## config.mk

```make
export PLATFORM = sky130hd
export DESIGN_NAME = thread_ctrl
export DESIGN_NICKNAME = d
export VERILOG_FILES = /design/src/source/thread_pkg.sv /design/src/source/thread_cmd_decode.sv /design/src/source/thread_csr.sv /design/src/source/thread_ctrl.sv /design/src/source/thread_sched.sv
export VERILOG_INCLUDE_DIRS = /design/src /design/src/source
export SDC_FILE = /design/constraint.sdc
export NUM_CORES = 1
export LEC_CHECK = 0
export BUFFER_PORTS_ARGS = -buffer_cell sky130_fd_sc_hd__buf_2
export CORE_ASPECT_RATIO = 1.5
export CORE_MARGIN = 4
export CORE_UTILIZATION = 55
export DETAILED_ROUTE_END_ITERATION = 10
export PLACE_DENSITY = 0.91
export SYNTH_ARGS = -nofsm -noshare
export SYNTH_HDL_FRONTEND = slang
export SYNTH_SLANG_ARGS = --single-unit
```

## constraint.sdc

```tcl
create_clock -name clk -period 4.6 [get_ports clk]
set_clock_uncertainty 0.05 [all_clocks]
set_input_delay 0.69 -clock clk [delete_from_list [all_inputs] [get_ports clk]]
set_output_delay 0.69 -clock clk [all_outputs]
set_load 0.02 [all_outputs]
```

## src/source/thread_ctrl_defines.svh

```systemverilog
//**************************************************************************
// Sizing constants for the thread controller, shared by the RTL and the
// testbench through `include
//**************************************************************************

`ifndef THREAD_CTRL_DEFINES_SVH
`define THREAD_CTRL_DEFINES_SVH

// Number of hardware threads, kept a power of two so index math wraps
`define THREAD_NUM      8

// Bits needed to name one thread
`define THREAD_IDX_W    3

// Program counter width
`define PC_W            32

// Start address of thread 0 after reset
`define RESET_PC        32'h0000_0000

`endif

```

## src/source/thread_pkg.sv

```systemverilog
//**************************************************************************
// Types shared by the thread controller blocks and its testbench
//**************************************************************************

`include "thread_ctrl_defines.svh"

package thread_pkg;

    typedef enum logic [1:0] {
        FREE,                                   // Slot unused
        RUNNING,                                // Eligible for the pointer
        SLEEPING                                // Allocated but parked
    } trd_state_e;

    typedef enum logic [2:0] {
        OP_NONE,
        OP_CREATE,
        OP_KILL,
        OP_SLEEP,
        OP_WAKE
    } trd_op_e;

    typedef logic [`THREAD_IDX_W-1:0] trd_idx_t;
    typedef logic [`THREAD_NUM-1:0]   trd_mask_t;   // One bit per thread
    typedef logic [`PC_W-1:0]         pc_t;

endpackage

```

## src/source/thread_cmd_decode.sv

```systemverilog
//**************************************************************************
// Command decoder: prioritises the strobes into one opcode and picks the
// slot for a new thread
//**************************************************************************

`include "thread_ctrl_defines.svh"

module thread_cmd_decode (
    input  logic                  init_trd,
    input  logic                  kill,
    input  logic                  slp,
    input  logic                  wake,
    input  thread_pkg::trd_idx_t  obj_trd,
    input  thread_pkg::trd_mask_t valid_trd,
    output thread_pkg::trd_op_e   op,
    output thread_pkg::trd_idx_t  tgt,
    output logic                  trd_full,
    output logic                  error
);

    thread_pkg::trd_idx_t free_slot;
    logic                 slot_found;

    // Lowest free slot; thread 0 is never handed out to a create
    always_comb begin
        free_slot  = '0;
        slot_found = 1'b0;
        for (int i = `THREAD_NUM - 1; i >= 1; i--) begin
            if (!valid_trd[i]) begin
                free_slot  = thread_pkg::trd_idx_t'(i);
                slot_found = 1'b1;
            end
        end
    end

    assign trd_full = !slot_found;
    assign error    = init_trd && trd_full;     // Create with nowhere to go

    // Fixed priority: create, kill, sleep, wake
    always_comb begin
        op  = thread_pkg::OP_NONE;
        tgt = obj_trd;
        if (init_trd) begin
            if (!trd_full) begin
                op  = thread_pkg::OP_CREATE;
                tgt = free_slot;
            end
        end else if (kill) begin
            op = thread_pkg::OP_KILL;
        end else if (slp) begin
            op = thread_pkg::OP_SLEEP;
        end else if (wake) begin
            op = thread_pkg::OP_WAKE;
        end

        // A create only lands on a free slot above thread 0, so never when full
        a_create_slot_free: assert (!(op == thread_pkg::OP_CREATE &&
                                      (valid_trd[tgt] || tgt == '0)))
            else $error("create aimed at a thread slot that is in use");
    end

endmodule

```

## src/source/thread_csr.sv

```systemverilog
//**************************************************************************
// Status register of one hardware thread: state, parent, PC and the
// ownership check on kill, sleep and wake; one instance per thread
//**************************************************************************

`include "thread_ctrl_defines.svh"

module thread_csr #(
    parameter int TRD_ID = 0
) (
    input  logic                 clk,
    input  logic                 rst_n,
    input  thread_pkg::trd_op_e  op,
    input  thread_pkg::trd_idx_t tgt,
    input  thread_pkg::trd_idx_t act_trd,
    input  thread_pkg::pc_t      init_pc,
    input  logic                 pc_wr,
    input  thread_pkg::pc_t      nxt_pc,
    output thread_pkg::pc_t      cur_pc,
    output logic                 valid,
    output logic                 running,
    output logic                 error
);

    localparam thread_pkg::trd_idx_t SELF = thread_pkg::trd_idx_t'(TRD_ID);

    // Thread 0 comes out of reset already running
    localparam thread_pkg::trd_state_e RST_STATE =
        (TRD_ID == 0) ? thread_pkg::RUNNING : thread_pkg::FREE;

    thread_pkg::trd_state_e state;
    thread_pkg::trd_state_e state_nxt;
    thread_pkg::trd_idx_t   parent;
    thread_pkg::pc_t        pc_q;

    logic hit;
    logic create;
    logic ctl_cmd;
    logic owner_ok;

    assign hit      = (tgt == SELF);
    assign create   = hit && (op == thread_pkg::OP_CREATE);
    assign ctl_cmd  = hit && (op inside {thread_pkg::OP_KILL,
                                         thread_pkg::OP_SLEEP,
                                         thread_pkg::OP_WAKE});

    // Only the thread itself or the one that created it may control it
    assign owner_ok = valid && ((act_trd == SELF) || (act_trd == parent));

    assign valid    = (state != thread_pkg::FREE);
    assign running  = (state == thread_pkg::RUNNING);
    assign error    = ctl_cmd && !owner_ok;     // Rejected command, no state change
    assign cur_pc   = pc_q;

    always_comb begin
        state_nxt = state;
        if (hit) begin
            case (op)
                thread_pkg::OP_CREATE: state_nxt = thread_pkg::RUNNING;
                thread_pkg::OP_KILL: begin
                    if (owner_ok) state_nxt = thread_pkg::FREE;
                end
                thread_pkg::OP_SLEEP: begin
                    if (owner_ok) state_nxt = thread_pkg::SLEEPING;
                end
                thread_pkg::OP_WAKE: begin
                    if (owner_ok) state_nxt = thread_pkg::RUNNING;
                end
                default: state_nxt = state;
            endcase
        end
    end

    always_ff @(posedge clk or negedge rst_n) begin
        if (!rst_n) begin
            state <= RST_STATE;
        end else begin
            state <= state_nxt;
        end
    end

    always_ff @(posedge clk or negedge rst_n) begin
        if (!rst_n) begin
            parent <= SELF;                     // Thread 0 owns itself
            pc_q   <= `RESET_PC;
        end else if (create) begin
            parent <= act_trd;
            pc_q   <= init_pc;                  // Create beats a PC write
        end else if (pc_wr) begin
            pc_q   <= nxt_pc;
        end
    end

    // A create must not overwrite the parent and PC of a live thread
    a_create_free: assert property (@(posedge clk) disable iff (!rst_n)
        create |-> !valid)
        else $error("create aimed at thread %0d while it is in use", TRD_ID);

endmodule

```

## src/source/thread_ctrl.sv

```systemverilog
//**************************************************************************
// Thread controller top for the fetch stage; decoder, one status register
// per thread and the round-robin scheduler
//**************************************************************************

`include "thread_ctrl_defines.svh"

module thread_ctrl (
    input  logic                                clk,
    input  logic                                rst_n,
    input  logic                                init_trd,
    input  logic                                kill,
    input  logic                                slp,
    input  logic                                wake,
    input  thread_pkg::trd_idx_t                act_trd,    // Thread issuing the command
    input  thread_pkg::trd_idx_t                obj_trd,    // Thread being acted on
    input  thread_pkg::pc_t                     init_pc,
    input  logic                                stall,
    input  logic                                atomic,
    input  thread_pkg::trd_mask_t               pc_wr,
    input  thread_pkg::pc_t [`THREAD_NUM-1:0]   nxt_pc,
    output thread_pkg::trd_idx_t                cur_trd,
    output thread_pkg::trd_idx_t                nxt_trd,
    output thread_pkg::trd_idx_t                new_trd,
    output thread_pkg::trd_mask_t               valid_trd,
    output thread_pkg::trd_mask_t               run_trd,
    output logic                                trd_full,
    output logic                                invalid_op,
    output logic                                error,
    output thread_pkg::pc_t                     cur_pc
);

    thread_pkg::trd_op_e                op;
    thread_pkg::trd_idx_t               tgt;
    thread_pkg::pc_t [`THREAD_NUM-1:0]  csr_pc;
    thread_pkg::trd_mask_t              csr_error;

    thread_cmd_decode u_decode (
        .init_trd   (init_trd),
        .kill       (kill),
        .slp        (slp),
        .wake       (wake),
        .obj_trd    (obj_trd),
        .valid_trd  (valid_trd),
        .op         (op),
        .tgt        (tgt),
        .trd_full   (trd_full),
        .error      (error)
    );

    for (genvar i = 0; i < `THREAD_NUM; i++) begin : g_csr
        thread_csr #(
            .TRD_ID (i)
        ) u_csr (
            .clk        (clk),
            .rst_n      (rst_n),
            .op         (op),
            .tgt        (tgt),
            .act_trd    (act_trd),
            .init_pc    (init_pc),
            .pc_wr      (pc_wr[i]),
            .nxt_pc     (nxt_pc[i]),
            .cur_pc     (csr_pc[i]),
            .valid      (valid_trd[i]),
            .running    (run_trd[i]),
            .error      (csr_error[i])
        );
    end

    thread_sched u_sched (
        .clk        (clk),
        .rst_n      (rst_n),
        .run_trd    (run_trd),
        .stall      (stall),
        .atomic     (atomic),
        .pc_array   (csr_pc),
        .csr_error  (csr_error),
        .cur_trd    (cur_trd),
        .nxt_trd    (nxt_trd),
        .cur_pc     (cur_pc),
        .invalid_op (invalid_op)
    );

    // Slot taken by the most recent accepted create
    always_ff @(posedge clk or negedge rst_n) begin
        if (!rst_n) begin
            new_trd <= '0;
        end else if (op == thread_pkg::OP_CREATE) begin
            new_trd <= tgt;
        end
    end

endmodule

```

## src/source/thread_sched.sv

```systemverilog
//**************************************************************************
// Round-robin thread pointer for fetch; picks the current PC and merges
// the per-thread command errors
//**************************************************************************

`include "thread_ctrl_defines.svh"

module thread_sched (
    input  logic                                clk,
    input  logic                                rst_n,
    input  thread_pkg::trd_mask_t               run_trd,
    input  logic                                stall,
    input  logic                                atomic,
    input  thread_pkg::pc_t [`THREAD_NUM-1:0]   pc_array,
    input  thread_pkg::trd_mask_t               csr_error,
    output thread_pkg::trd_idx_t                cur_trd,
    output thread_pkg::trd_idx_t                nxt_trd,
    output thread_pkg::pc_t                     cur_pc,
    output logic                                invalid_op
);

    thread_pkg::trd_idx_t cand;
    logic                 found;

    // First running thread above cur_trd, wrapping through the index width
    always_comb begin
        nxt_trd = cur_trd;
        found   = 1'b0;
        cand    = cur_trd;
        for (int k = 1; k < `THREAD_NUM; k++) begin
            cand = cur_trd + thread_pkg::trd_idx_t'(k);
            if (!found && run_trd[cand]) begin
                nxt_trd = cand;
                found   = 1'b1;
            end
        end
        if (stall || atomic) begin
            nxt_trd = cur_trd;                  // Hold the pointer
        end
    end

    always_ff @(posedge clk or negedge rst_n) begin
        if (!rst_n) begin
            cur_trd <= '0;
        end else begin
            cur_trd <= nxt_trd;
        end
    end

    assign cur_pc     = pc_array[cur_trd];
    assign invalid_op = |csr_error;             // Any thread rejected its command

    a_stall_hold: assert property (@(posedge clk) disable iff (!rst_n)
        stall |=> $stable(cur_trd))
        else $error("thread pointer moved across a stall");

endmodule

```

==> reports/metrics.csv <==
metric;value;unit
count of final hold-check violations;0;
Clock transition at path regs;0.07;ns
CP max FO;18;
Slowest-stage cell, CP;dfrtp_4;
Mapped Area;16900;sq um
CTS Buf Count;29;
syn nets;1955;
share of synthesized cell area in and, or, nand and nor gates;11.2;%
post-DP HPWL;39000;microns
CTS Buffer Depth;3;
Fin Setup TNS;0;ns
root buffer cell;clkbuf_16;
vias in the first global route;15292;
hold_buf cts;0;
XOR/XNOR share of the synthesized area;0.570;%
Worst Setup Start Kind;flop;
Max-slew headroom;31.0;%
Post-layout nets;2238;
Top Family by Delay on Critical Path;multiplexers;
Seq/Total Area, Yosys;44.8;%
largest area contributor in the netlist;dfrtp_1;
vias;14789;
port bufs;369;
placed cells;2295;
clk sink count;302;
worst hold path type;in -> async;
Max Freq;222;MHz
core area;30300;sq um
average size of a mapped cell;10.3;sq um
Die W;151;microns
first-pass GRT wire length;86000;microns
Layout Cells excl Fill;2379;
fillers;2255;
Worst-Skew Late Latency;0.58;ns
fin. max-slew vios;0;
status;finished, final reports clean;
WP data required;3.86;ns
Std-Cell Rows;78;
Synth Instances;1643;
DRC violations left;0;
adder-cell share of the synthesized area;0.148;%
Avg WL per Cell;24.0;microns
crit path kind;reg -> out;
P per Cell Area;658;nW/um^2
initial antenna violation count;29;
post-synth cell types;65;
R2R Setup Slk;1.34;ns
Primary FF master, synth;dfrtp_1;
Worst Path Arrival;3.77;ns
Synth warnings;0;
layout cells sized above 1;32.1;%
Tot GR Track Use;33.3;%
Area Growth Syn to Fin;18.9;%
Antenna Nets Post-Route;0;
final worst slack;0.0945;ns
Max rail drop VDD;0.520;mV
unrepaired setup endpoints after global routing;false;
share of the synthesized area in the top cell type;42.8;%
pre-CTS setup slack;0.635;ns
Max Cap Viol;0;
vias per cell;6.22;
Tightest Pin Transition;1.03;ns
area of the die;33600;sq um
GPL Wtd Cong;1.00;
Max stage delay on crit path;0.57;ns
CTS tree;yes;
post-synthesis mux area share;27.8;%
Compound-Gate Fraction of Synth Area;11.1;%
min Tclk post-route;4.51;ns
CP Cell Sequence;inv_2 -> ha_1 -> xor2_1 -> mux4_2 -> mux2i_1 -> and4b_1 -> a21o_1 -> a31oi_1 -> buf_2;
Buf/Inv on CP;2;
leakage;9.30;nW
initial DRC count;1221;
Top-Level Pins;370;
TritonRoute pass-1 iters;6;
pin count of the biggest net entering global routing;122;
Async SR Flop Fraction;100;%
GRT overflow;0;
number of synthesized flops with an enable pin;0;
H-Tree Depth;1;
Initial Util;55.8;%
Post-Route WL;57100;microns
Tot Pwr;0.0132;W
Final setup viols;0;
flop and latch count out of synthesis;302;
CP endpoint kind;primary output;
main combinational cell family by area after synthesis;multiplexers;
synth top area cells;dfrtp_1 (43%), mux2i_1 (14%), mux4_2 (9.6%);
Die Ht;223;microns
post-route clock period utilization;97.9;%
==> power breakdown <==
group	internal, W	switching (W)	leakage [nW]
Combinational	0.00251	0.00360	5.21
Sequential	0.00360	0.000655	3.55
Clock	0.00173	0.00111	0.544
==> through the flow <==
step                      cell area (sq um)  util (%)  hold slack [ns]
after CTS                             20000      66.1            0.208
after detailed placement              18900      62.4            0.336
after global routing                  20100      66.3            0.228
final                                 20100      66.4            0.141
after floorplan                       16900         -            0.344
after global placement                18900      62.4            0.331
==> placed cells by master (no fill, tap or decap), types with 11 or more instances in the layout <==
cell type	n
diode_2	30
nor2_1	101
inv_1	20
o21ai_0	184
dfstp_2	13
buf_2	368
a31oi_1	13
nand2_1	289
buf_4	21
nand2b_1	11
a21oi_1	85
mux4_2	72
mux2i_1	232
nand3_1	11
clkbuf_16	29
dfrtp_1	286
mux2_2	65
==> final cells by class <==
type / instances / area (sq um) / share of cell area [%]
multi-input cells: 1177 / 8640 / 43.0
flip-flops and latches: 302 / 7580 / 37.8
repair buffers: 393 / 2070 / 10.3
clock buffers: 35 / 788 / 3.92
well taps: 400 / 500 / 2.49
clock inverters: 19 / 340 / 1.69
inverters: 23 / 86.3 / 0.430
diodes: 30 / 75.1 / 0.374
==> flip-flops by register name, indices dropped and copies added (netlist names) <==
name                flops
g_csr.u_csr.cur_pc    256
g_csr.u_csr.parent     24
new_trd                 3
u_sched.cur_trd         3
g_csr.u_csr.state      16
==> final timing paths <==
path,start,end,depth (start not counted)
min in group clk,nxt_pc[12],g_csr[0].u_csr.cur_pc[12],2
min,rst_n,g_csr[5].u_csr.cur_pc[28],1
max,u_sched.cur_trd[0],nxt_trd[1],9
min reg2reg,g_csr[0].u_csr.parent[1],g_csr[0].u_csr.parent[1],0
max reg2reg,g_csr[1].u_csr.state[0],g_csr[4].u_csr.cur_pc[22],9
max in group asynchronous,rst_n,g_csr[7].u_csr.cur_pc[11],2
==> worst reg2reg max path, cell delays in order (launching register included) <==
cell and delay [ns]:
dfrtp_1 0.39, nor2_1 0.36, inv_1 0.24, nand2_1 0.22, a31oi_1 0.11, a21oi_1 0.48
nand3_4 0.54, buf_4 0.51, nor2_1 0.18, a21oi_1 0.06
==> repair_timing <==
item,CTS,global route
endpoints found under the hold margin,0,0
gates resized for setup,0,1
endpoints found under the setup margin,0,1
buffers inserted,0,0
==> cell usage after synthesis, drive strengths merged (3+ instances only) <==
master    n
a31oi    13
mux2i   232
a21oi    86
nor3      8
a32oi     5
and2      4
dfrtp   289
nand3    13
mux2     65
o32ai     4
or2      10
mux4     73
nand2b   11
nand3b    3
nor2    102
xor2      7
o22ai     6
xnor2     4
nor4      3
nor2b     6
buf      62
o211ai    4
clkbuf   79
a21boi    6
o21ai   187
a21o      5
nand2   289
inv      23
dfstp    13
==> cells by family after synthesis <==
family / count (synthesis)
buf+inv: 164
xor+xnor: 11
fa+ha+maj: 2
simple gates: 460
mux: 370
compound gates: 334
flops: 302
==> per-layer routing <==
layer	track usage, %	up-vias	share of wire [%]
met4	22.1	4	7.0
li1	-	6412	-
met5	0	-	0.060
met2	54.0	913	49
met1	40.1	7205	35
met3	6.22	255	9.0
Note: power is estimated with default switching activity, not from simulation.
